--- src/analogizer_pkg.sv ---
// Shared widths, mode codes, path latency and YPbPr coefficients; referenced by scoped names
package analogizer_pkg;

	// Channel and control widths
	localparam int COLOR_W = 8;             // Incoming colour channel
	localparam int DAC_W   = 6;             // Cartridge DAC channel, top bits of a colour
	localparam int MODE_W  = 4;             // Analog video type select

	// Register stages through either encoder
	localparam int PATH_LATENCY = 3;

	// Low three bits of the analog video type, bit 3 is don't care
	localparam logic [2:0] MODE_RGBS  = 3'd0; // Separate composite sync on HS pin
	localparam logic [2:0] MODE_RGSB  = 3'd1; // Sync on green through the SOG switch
	localparam logic [2:0] MODE_YPBPR = 3'd2; // Component, sync rides on Y

	// Luma row, weights sum to 256
	localparam logic signed [8:0] Y_KR  = 9'sd77;
	localparam logic signed [8:0] Y_KG  = 9'sd150;
	localparam logic signed [8:0] Y_KB  = 9'sd29;

	// Blue difference row
	localparam logic signed [8:0] PB_KR = -9'sd43;
	localparam logic signed [8:0] PB_KG = -9'sd85;
	localparam logic signed [8:0] PB_KB = 9'sd128;

	// Red difference row
	localparam logic signed [8:0] PR_KR = 9'sd128;
	localparam logic signed [8:0] PR_KG = -9'sd107;
	localparam logic signed [8:0] PR_KB = -9'sd21;

	localparam int CHROMA_OFFSET = 128;     // Mid-scale for Pb and Pr

	typedef logic [COLOR_W-1:0] color_t;
	typedef logic [DAC_W-1:0]   dac_t;
	typedef logic [MODE_W-1:0]  mode_t;

endpackage

--- src/video_if.sv ---
// Pixel stream and DAC channel bundles that connect the encoders to the mode combiner
`timescale 1ns/1ps

// One pixel per video_clk with its sync and blanking, no handshake
interface video_if;
	analogizer_pkg::color_t r;
	analogizer_pkg::color_t g;
	analogizer_pkg::color_t b;
	logic hsync;            // Raw horizontal sync
	logic vsync;            // Raw vertical sync
	logic csync;            // Composite sync from the core
	logic blank_n;          // Low during blanking

	modport src (
		output r, g, b,
		output hsync, vsync, csync, blank_n
	);

	modport snk (
		input r, g, b,
		input hsync, vsync, csync, blank_n
	);
endinterface

// Six bit DAC word plus the two sync pins and blank of the video DAC
interface dac_if;
	analogizer_pkg::dac_t r;
	analogizer_pkg::dac_t g;
	analogizer_pkg::dac_t b;
	logic hs;               // Meaning depends on the producer
	logic vs;
	logic blank_n;

	modport src (
		output r, g, b,
		output hs, vs, blank_n
	);

	modport snk (
		input r, g, b,
		input hs, vs, blank_n
	);
endinterface

--- src/rgb_path.sv ---
// Blank-masked RGB encoder feeding the RGBS and RGsB modes of the mode combiner
`timescale 1ns/1ps

module rgb_path (
	input  logic i_video_clk,
	input  logic i_rst_n,
	video_if.snk vid,
	dac_if.src   o_rgb
);
	// Colour delay lines, stage 0 holds the masked value
	analogizer_pkg::dac_t r_q [analogizer_pkg::PATH_LATENCY];
	analogizer_pkg::dac_t g_q [analogizer_pkg::PATH_LATENCY];
	analogizer_pkg::dac_t b_q [analogizer_pkg::PATH_LATENCY];

	logic [analogizer_pkg::PATH_LATENCY-1:0] cs_q;  // Composite sync
	logic [analogizer_pkg::PATH_LATENCY-1:0] hs_q;  // Raw hsync for the default mode
	logic [analogizer_pkg::PATH_LATENCY-1:0] bl_q;  // Blank, active low

	// Mask during blanking, keep the top DAC bits
	always_ff @(posedge i_video_clk) begin
		r_q[0] <= vid.r[analogizer_pkg::COLOR_W-1 -: analogizer_pkg::DAC_W]
			& {analogizer_pkg::DAC_W{vid.blank_n}};
		g_q[0] <= vid.g[analogizer_pkg::COLOR_W-1 -: analogizer_pkg::DAC_W]
			& {analogizer_pkg::DAC_W{vid.blank_n}};
		b_q[0] <= vid.b[analogizer_pkg::COLOR_W-1 -: analogizer_pkg::DAC_W]
			& {analogizer_pkg::DAC_W{vid.blank_n}};
		for (int i = 1; i < analogizer_pkg::PATH_LATENCY; i++) begin
			r_q[i] <= r_q[i-1];
			g_q[i] <= g_q[i-1];
			b_q[i] <= b_q[i-1];
		end
	end

	// Syncs idle high and blank asserted out of reset
	always_ff @(posedge i_video_clk) begin
		if (!i_rst_n) begin
			cs_q <= '1;
			hs_q <= '1;
			bl_q <= '0;
		end else begin
			cs_q <= {cs_q[analogizer_pkg::PATH_LATENCY-2:0], vid.csync};
			hs_q <= {hs_q[analogizer_pkg::PATH_LATENCY-2:0], vid.hsync};
			bl_q <= {bl_q[analogizer_pkg::PATH_LATENCY-2:0], vid.blank_n};
		end
	end

	assign o_rgb.r = r_q[analogizer_pkg::PATH_LATENCY-1];
	assign o_rgb.g = g_q[analogizer_pkg::PATH_LATENCY-1];
	assign o_rgb.b = b_q[analogizer_pkg::PATH_LATENCY-1];
	assign o_rgb.hs = cs_q[analogizer_pkg::PATH_LATENCY-1];      // Csync, routed per mode later
	assign o_rgb.vs = hs_q[analogizer_pkg::PATH_LATENCY-1];      // Raw hsync rides here
	assign o_rgb.blank_n = bl_q[analogizer_pkg::PATH_LATENCY-1];

	// A blanked pixel leaves the path black
	a_blank_black: assert property (@(posedge i_video_clk) disable iff (!i_rst_n)
		!vid.blank_n |-> ##3 (o_rgb.r == '0 && o_rgb.g == '0 && o_rgb.b == '0))
		else $error("rgb_path: colour leaked through blanking");

endmodule

--- src/ypbpr_encoder.sv ---
// RGB to YPbPr converter for component output, composite sync delayed to match on vs
`timescale 1ns/1ps

module ypbpr_encoder (
	input  logic i_video_clk,
	input  logic i_rst_n,
	video_if.snk vid,
	dac_if.src   o_ypbpr
);
	typedef logic signed [17:0] prod_t;  // Colour times coefficient
	typedef logic signed [19:0] sum_t;   // Row sum, no overflow for full white
	typedef logic signed [11:0] chan_t;  // Scaled channel before the clamp

	analogizer_pkg::color_t r_m, g_m, b_m;

	prod_t y_p_q [3];   // Products, one per colour
	prod_t pb_p_q [3];
	prod_t pr_p_q [3];

	sum_t  y_sum, pb_sum, pr_sum;
	chan_t y_q, pb_q, pr_q;

	logic [analogizer_pkg::PATH_LATENCY-1:0] cs_q;   // Csync delay, matches the colour stages
	logic [analogizer_pkg::PATH_LATENCY-1:0] vld_q;  // Pipeline filled since reset

	// Clamp to 0..255 then keep the DAC bits
	function automatic analogizer_pkg::dac_t clamp_top(input chan_t v);
		analogizer_pkg::color_t c;
		if (v < 0) begin
			c = '0;
		end else if (v > 255) begin
			c = '1;
		end else begin
			c = v[analogizer_pkg::COLOR_W-1:0];
		end
		return c[analogizer_pkg::COLOR_W-1 -: analogizer_pkg::DAC_W];
	endfunction

	// Force black while blanked
	assign r_m = vid.r & {analogizer_pkg::COLOR_W{vid.blank_n}};
	assign g_m = vid.g & {analogizer_pkg::COLOR_W{vid.blank_n}};
	assign b_m = vid.b & {analogizer_pkg::COLOR_W{vid.blank_n}};

	// Stage 1, nine products
	always_ff @(posedge i_video_clk) begin
		y_p_q[0]  <= $signed({1'b0, r_m}) * analogizer_pkg::Y_KR;
		y_p_q[1]  <= $signed({1'b0, g_m}) * analogizer_pkg::Y_KG;
		y_p_q[2]  <= $signed({1'b0, b_m}) * analogizer_pkg::Y_KB;
		pb_p_q[0] <= $signed({1'b0, r_m}) * analogizer_pkg::PB_KR;
		pb_p_q[1] <= $signed({1'b0, g_m}) * analogizer_pkg::PB_KG;
		pb_p_q[2] <= $signed({1'b0, b_m}) * analogizer_pkg::PB_KB;
		pr_p_q[0] <= $signed({1'b0, r_m}) * analogizer_pkg::PR_KR;
		pr_p_q[1] <= $signed({1'b0, g_m}) * analogizer_pkg::PR_KG;
		pr_p_q[2] <= $signed({1'b0, b_m}) * analogizer_pkg::PR_KB;
	end

	// Row sums
	assign y_sum  = sum_t'(y_p_q[0]) + sum_t'(y_p_q[1]) + sum_t'(y_p_q[2]);
	assign pb_sum = sum_t'(pb_p_q[0]) + sum_t'(pb_p_q[1]) + sum_t'(pb_p_q[2]);
	assign pr_sum = sum_t'(pr_p_q[0]) + sum_t'(pr_p_q[1]) + sum_t'(pr_p_q[2]);

	// Stage 2, divide by 256, chroma lifted to mid-scale
	always_ff @(posedge i_video_clk) begin
		y_q  <= chan_t'(y_sum >>> 8);
		pb_q <= chan_t'(pb_sum >>> 8) + chan_t'(analogizer_pkg::CHROMA_OFFSET);
		pr_q <= chan_t'(pr_sum >>> 8) + chan_t'(analogizer_pkg::CHROMA_OFFSET);
	end

	// Stage 3, clamp and truncate, Pr on R and Pb on B
	always_ff @(posedge i_video_clk) begin
		o_ypbpr.r <= clamp_top(pr_q);
		o_ypbpr.g <= clamp_top(y_q);
		o_ypbpr.b <= clamp_top(pb_q);
	end

	always_ff @(posedge i_video_clk) begin
		if (!i_rst_n) begin
			cs_q  <= '1;  // Sync idles high
			vld_q <= '0;
		end else begin
			cs_q  <= {cs_q[analogizer_pkg::PATH_LATENCY-2:0], vid.csync};
			vld_q <= {vld_q[analogizer_pkg::PATH_LATENCY-2:0], 1'b1};
		end
	end

	assign o_ypbpr.hs = 1'b1;
	assign o_ypbpr.vs = cs_q[analogizer_pkg::PATH_LATENCY-1];  // Sync on Y via SOG
	assign o_ypbpr.blank_n = 1'b1;  // DAC blank held off, black level comes from the data

	// Sync and a blanked pixel must leave the path on the same cycle
	a_sync_aligned: assert property (@(posedge i_video_clk) disable iff (!i_rst_n)
		vld_q[analogizer_pkg::PATH_LATENCY-1] |->
			(o_ypbpr.vs == $past(vid.csync, analogizer_pkg::PATH_LATENCY)) &&
			($past(vid.blank_n, analogizer_pkg::PATH_LATENCY) ||
			 (o_ypbpr.g == '0 &&
			  o_ypbpr.b == analogizer_pkg::dac_t'(analogizer_pkg::CHROMA_OFFSET >> 2) &&
			  o_ypbpr.r == analogizer_pkg::dac_t'(analogizer_pkg::CHROMA_OFFSET >> 2))))
		else $error("ypbpr_encoder: sync and colour out of step");

endmodule

--- src/video_mode_mux.sv ---
// Mode combiner that picks RGBS, RGsB, YPbPr or the default output and registers the DAC word
`timescale 1ns/1ps

module video_mode_mux (
	input  logic                  i_video_clk,
	input  logic                  i_rst_n,
	input  logic                  i_ena,
	input  analogizer_pkg::mode_t i_mode,
	dac_if.snk                    i_rgb,
	dac_if.snk                    i_ypbpr,
	dac_if.src                    o_dac,
	output logic                  o_drive
);
	// Mode and enable follow their pixel through the encoders
	analogizer_pkg::mode_t mode_q [analogizer_pkg::PATH_LATENCY];
	logic [analogizer_pkg::PATH_LATENCY-1:0] ena_q;

	analogizer_pkg::mode_t mode_d;
	analogizer_pkg::dac_t r_sel, g_sel, b_sel;
	logic hs_sel, vs_sel, bl_sel;

	always_ff @(posedge i_video_clk) begin
		if (!i_rst_n) begin
			for (int i = 0; i < analogizer_pkg::PATH_LATENCY; i++) begin
				mode_q[i] <= '0;
			end
			ena_q <= '0;  // Output stays off until a full pixel has passed
		end else begin
			mode_q[0] <= i_mode;
			for (int i = 1; i < analogizer_pkg::PATH_LATENCY; i++) begin
				mode_q[i] <= mode_q[i-1];
			end
			ena_q <= {ena_q[analogizer_pkg::PATH_LATENCY-2:0], i_ena};
		end
	end

	assign mode_d = mode_q[analogizer_pkg::PATH_LATENCY-1];

	// Bit 3 of the mode ignored
	always_comb begin
		r_sel  = i_rgb.r;
		g_sel  = i_rgb.g;
		b_sel  = i_rgb.b;
		bl_sel = i_rgb.blank_n;
		case (mode_d[2:0])
			analogizer_pkg::MODE_RGBS: begin
				hs_sel = i_rgb.hs;  // Csync on the HS pin
				vs_sel = 1'b1;
			end
			analogizer_pkg::MODE_RGSB: begin
				hs_sel = 1'b1;
				vs_sel = i_rgb.hs;  // Csync to the DAC sync pin
			end
			analogizer_pkg::MODE_YPBPR: begin
				r_sel  = i_ypbpr.r;
				g_sel  = i_ypbpr.g;
				b_sel  = i_ypbpr.b;
				hs_sel = i_ypbpr.hs;
				vs_sel = i_ypbpr.vs;
				bl_sel = i_ypbpr.blank_n;
			end
			default: begin
				// Unsupported modes, black with raw hsync
				r_sel  = '0;
				g_sel  = '0;
				b_sel  = '0;
				hs_sel = i_rgb.vs;
				vs_sel = 1'b1;
			end
		endcase
	end

	// Output register, cleared while off
	always_ff @(posedge i_video_clk) begin
		if (!i_rst_n || !ena_q[analogizer_pkg::PATH_LATENCY-1]) begin
			o_dac.r       <= '0;
			o_dac.g       <= '0;
			o_dac.b       <= '0;
			o_dac.hs      <= 1'b0;
			o_dac.vs      <= 1'b0;
			o_dac.blank_n <= 1'b0;
			o_drive       <= 1'b0;
		end else begin
			o_dac.r       <= r_sel;
			o_dac.g       <= g_sel;
			o_dac.b       <= b_sel;
			o_dac.hs      <= hs_sel;
			o_dac.vs      <= vs_sel;
			o_dac.blank_n <= bl_sel;
			o_drive       <= 1'b1;
		end
	end

	// Enable low with its pixel leaves the pins released and the word black
	a_off_zero: assert property (@(posedge i_video_clk) disable iff (!i_rst_n)
		!$past(i_ena, analogizer_pkg::PATH_LATENCY + 1) |->
			(!o_drive && o_dac.r == '0 && o_dac.g == '0 && o_dac.b == '0 &&
			 !o_dac.hs && !o_dac.vs && !o_dac.blank_n))
		else $error("video_mode_mux: DAC word not cleared while undriven");

endmodule

--- src/analogizer_video_top.sv ---
// Top of the cartridge-port video adapter; instantiate in the core and wire the banks to the port
`timescale 1ns/1ps

module analogizer_video_top (
	input  logic                   video_clk,
	input  logic                   i_rst_n,
	input  logic                   i_ena,         // Low releases the cartridge pins
	input  analogizer_pkg::mode_t  i_video_type,  // Analog video type select
	input  analogizer_pkg::color_t i_r,
	input  analogizer_pkg::color_t i_g,
	input  analogizer_pkg::color_t i_b,
	input  logic                   i_hsync,
	input  logic                   i_vsync,
	input  logic                   i_csync,
	input  logic                   i_blank_n,
	output logic [7:0]             o_bank1,
	output logic [7:0]             o_bank2,
	output logic [7:0]             o_bank3,
	output logic                   o_bank1_dir,   // 1 drives the bank
	output logic                   o_bank2_dir,
	output logic                   o_bank3_dir
);
	video_if vid ();
	dac_if   rgb_out ();
	dac_if   ypbpr_out ();
	dac_if   dac_out ();    // Selected word from the combiner

	logic drive;

	// Incoming pixel stream
	assign vid.r       = i_r;
	assign vid.g       = i_g;
	assign vid.b       = i_b;
	assign vid.hsync   = i_hsync;
	assign vid.vsync   = i_vsync;
	assign vid.csync   = i_csync;
	assign vid.blank_n = i_blank_n;

	rgb_path u_rgb (
		.i_video_clk (video_clk),
		.i_rst_n     (i_rst_n),
		.vid         (vid),
		.o_rgb       (rgb_out)
	);

	ypbpr_encoder u_ypbpr (
		.i_video_clk (video_clk),
		.i_rst_n     (i_rst_n),
		.vid         (vid),
		.o_ypbpr     (ypbpr_out)
	);

	video_mode_mux u_mux (
		.i_video_clk (video_clk),
		.i_rst_n     (i_rst_n),
		.i_ena       (i_ena),
		.i_mode      (i_video_type),
		.i_rgb       (rgb_out),
		.i_ypbpr     (ypbpr_out),
		.o_dac       (dac_out),
		.o_drive     (drive)
	);

	// Bank3: R then the two DAC sync pins
	assign o_bank3 = {dac_out.r, dac_out.hs, dac_out.vs};
	// Bank2: B lsb, blank, G
	assign o_bank2 = {dac_out.b[0], dac_out.blank_n, dac_out.g};
	// Bank1: upper pins unused, pixel clock to the DAC, B upper bits
	assign o_bank1 = {2'b00, video_clk & drive, dac_out.b[analogizer_pkg::DAC_W-1:1]};

	assign o_bank1_dir = drive;
	assign o_bank2_dir = drive;
	assign o_bank3_dir = drive;

endmodule

--- config.mk ---
export PLATFORM = sky130hd
export DESIGN_NAME = analogizer_video_top
export DESIGN_NICKNAME = d
export VERILOG_FILES = /design/src/analogizer_pkg.sv /design/src/video_if.sv /design/src/rgb_path.sv /design/src/ypbpr_encoder.sv /design/src/video_mode_mux.sv /design/src/analogizer_video_top.sv
export SDC_FILE = /design/constraint.sdc
export NUM_CORES = 1
export LEC_CHECK = 0
export BUFFER_PORTS_ARGS = -buffer_cell sky130_fd_sc_hd__buf_2
export CAP_MARGIN = 20
export CORE_MARGIN = 2
export CORE_UTILIZATION = 65
export CTS_BUF_LIST = sky130_fd_sc_hd__clkbuf_4
export DETAILED_ROUTE_END_ITERATION = 8
export PLACE_DENSITY = 0.81
export RECOVER_POWER = 25
export SETUP_SLACK_MARGIN = 0.3
export SYNTH_ARGS = -nofsm -noshare
export SYNTH_HDL_FRONTEND = slang
export SYNTH_SLANG_ARGS = --single-unit
--- constraint.sdc ---
create_clock -name video_clk -period 5.5 [get_ports video_clk]
set_clock_uncertainty 0.2 [all_clocks]
set_input_delay 0.275 -clock video_clk [delete_from_list [all_inputs] [get_ports video_clk]]
set_output_delay 0.275 -clock video_clk [all_outputs]
set_load 0.05 [all_outputs]
==> metrics.yaml <==
avgSynthCellArea_um2: 10.39
drtIter0Drc: 487
tightest_slew_ns: 0.7906
ys_types: 59
core_area_mm2: 0.02278
synth_top_cell_by_area: "dfxtp_1"
outcome: "finished clean"
antenna_found_initial: 1
p_leak_nw: 8.955
rsz0062_at_grt: "false"
hold_viol: 0
die_h_um: 156.8
clkLatencyLatePin_ns: 0.79
numPortBuffers: 57
start_util_pct: 66.65
layout-drive-gt1-share_pct: 11.41
viasPerCell: 5.343
place.gp.congestion: 0.8904
post_layout_nonfiller_instances: 1972
post-route-period-util_pct: 89.89
rr_worst_depth: 11
placed_area_mm2: 0.01586
whs_path_depth: 0
layout_common_cells: "ha_1 (308), dfxtp_1 (242), inv_1 (193), clkbuf_4 (93), fa_1 (92)"
setup_viol: 0
cp.required_ns: 6.01
postRouteAntennaNets: 0
rows: 55
min-delay-start: "u_rgb.r_q[0][10]"
cap_viol_max_count: 0
drt_pass1_iterations: 5
synthCells: 1461
hold_path_end: "u_rgb.r_q[0][16]"
wl_mm: 31.33
path_clk_slew_ns: 0.07
min_path_type: "flip-flop to flip-flop"
cts_tree: "yes"
grt_max_degree: 43
synthTopCellsByArea: "dfxtp_1 (32%), ha_1 (25%), fa_1 (12%)"
final_common_cell: "ha_1"
fmax_ghz: 0.2023
tns_ns: 0
synth_ff_type: "dfxtp_1"
die_w_um: 156.8
cts_resized: 0
die-area_mm2: 0.02460
p_sw_mw: 2.917
power_density_mw_per_mm2: 448.1
routedWlPerCell_um: 15.89
slew_viol_final: 0
nets: 2048
synth-seq-cells: 242
crit_type: "primary input to flip-flop"
area_growth_pct: 12.45
hpwl_mm: 24.29
worstSetupStartpointType: "primary input"
drc: 0
arrival_ns: 5.45
synth_top_area_share_pct: 31.91
max_slew_margin_pct: 47.30
r2r_slack_ns: 1.88
rr_startpoint: "u_ypbpr.pb_p_q[0][30]"
seq_power_share_pct: 32.5
num_vias: 10540
synth_edf_count: 0
async_reset_ff_share_pct: 0
finish.utilization_pct: 74.95
netSwitchingFraction_pct: 38.13
period_needed_ns: 4.944
io_pins: 62
irDropWorstVdd_uv: 266.8
grt_overflow: 0
yosysSeqAreaShare_pct: 31.91
power_frac_comb_pct: 47.5
grt_pass1_wl_mm: 51.19
syn_area_mm2: 0.01518
clock_power_share_pct: 20.0
ys_warn_count: 0
cp-end-kind: "flip-flop"
dp.cells: 1820
final_area_mm2: 0.01707
p_int_mw: 4.733
timing.rr.end: "u_ypbpr.pb_q[11]"
cp_max_fo: 42
grt_pass1_vias: 10890
grt_usage_pct: 26.69
sequential cells by signal (all words and copies together), names as in the netlist, 7 cells and up:
name / cells
u_ypbpr.pb_q: 10
u_ypbpr.y_p_q: 35
u_rgb.b_q: 18
u_ypbpr.pr_q: 10
u_ypbpr.pr_p_q: 30
u_ypbpr.y_q: 7
u_rgb.r_q: 18
u_ypbpr.pb_p_q: 35
u_rgb.g_q: 18
u_mux.mode_q: 9
cell families (layout without fill, tap and decap cells):
kind of cell             after synthesis  after routing  share of synthesized area, %
AO/OA/AOI/OAI                        212            212                         9.585
XOR/XNOR                             104            104                         6.000
adder cells (fa/ha/maj)              400            400                         37.51
buffers and inverters                221            416                         5.637
flip-flops                           242            242                         31.91
multiplexers                           2              2                        0.1319
other                                  1              4                       0.02470
AND/OR/NAND/NOR                      279            279                         9.197
power by group through the flow:
stage | logic [mW] | registers [mW] | clock network (mW)
global route | 4.14 | 2.52 | 1.66
floorplan | 2.84 | 2.42 | 0.00130
detailed placement | 3.54 | 2.52 | 0.00154
global placement | 3.40 | 2.51 | 0.00154
CTS | 3.62 | 2.48 | 1.56
finish | 3.64 | 2.49 | 1.53
Yosys cell counts, types with 2 or more instances:
cell type  instances
clkbuf_1          21
nand3_1           14
nor3_1            26
a311oi_1           2
o21bai_1          29
a21oi_1           56
o21ai_0           18
nand2b_1           9
o211ai_1           4
nand4_1            3
nor3b_1            2
o311ai_0           2
nor2_1            88
mux2i_1            2
xor2_1            35
o41ai_1            4
o221ai_1           2
buf_4              7
a211oi_1          12
fa_1              92
o22ai_1            3
nor2b_1            7
o2111ai_1          3
and4_1             3
a41o_1             2
o21a_1             8
a31oi_1            7
a22oi_1           18
ha_1             308
nor4b_1            2
or3_1              8
and3_1            15
xnor2_1           69
nor4_1             5
or2_2              9
dfxtp_1          242
nand2_1           43
and2_1            39
a21o_1            29
inv_1            193
a2111oi_0          2
how the worst max path moves through the flow:
stage	start	to	depth (start not counted)
6_report	i_blank_n	u_ypbpr.pr_p_q[0][52]	17
3_3_place_gp	i_blank_n	u_ypbpr.pr_p_q[0][52]	16
5_1_grt	i_blank_n	u_ypbpr.pb_p_q[0][35]	21
4_1_cts	i_blank_n	u_ypbpr.pr_p_q[0][52]	17
2_1_floorplan	i_blank_n	u_ypbpr.pr_p_q[0][52]	18
3_5_place_dp	i_blank_n	u_ypbpr.pr_p_q[0][52]	16
critical path: stages:
cell           delay [ns]
dlygate4sd3_1        0.52
buf_2                0.61
nand2_1              0.30
inv_1                0.27
ha_1                 0.29
fa_1                 0.49
fa_1                 0.50
ha_1                 0.31
ha_1                 0.34
a21o_1               0.20
a21oi_1              0.24
o21bai_1             0.11
a21oi_1              0.28
o21bai_1             0.11
a21oi_1              0.32
nor4b_1              0.10
a211oi_1             0.17
through the flow:
stage / setup WS, ns / hold slack, ns / power, mW
after floorplan: 0.6512 / 0.1096 / 5.263
after global placement: 0.5205 / 0.1108 / 5.912
after detailed placement: 0.3547 / 0.1121 / 6.054
after CTS: 0.6183 / 0.09161 / 7.660
after global routing: 0.3305 / 0.1151 / 8.312
final: 0.5562 / 0.09053 / 7.650
cell type report:
cell class / instances / area [um2]
Antenna cell: 2 / 5.005
Tap cell: 313 / 391.6
Inverter: 193 / 724.4
Multi-Input combinational cell: 999 / 9490
Sequential cell: 242 / 4845
Clock buffer: 94 / 703.2
Clock inverter: 16 / 100.1
Timing Repair Buffer: 113 / 813.3
Fill cell: 1528 / 5705
per-layer routing:
layer | vias to the layer above | GRT usage, % | wire, um
li1 | 5270 | - | -
met1 | 4966 | 33.27 | 14000
met2 | 236 | 45.15 | 14910
met3 | 64 | 5.760 | 1559
met4 | 0 | 10.62 | 861
met5 | - | 0 | 0
repair_timing:
action,in CTS,in global routing
endpoints found under the hold margin,56,0
buffers inserted,0,0
hold buffers,41,0
No activity file was read; power rests on OpenSTA's default activity.
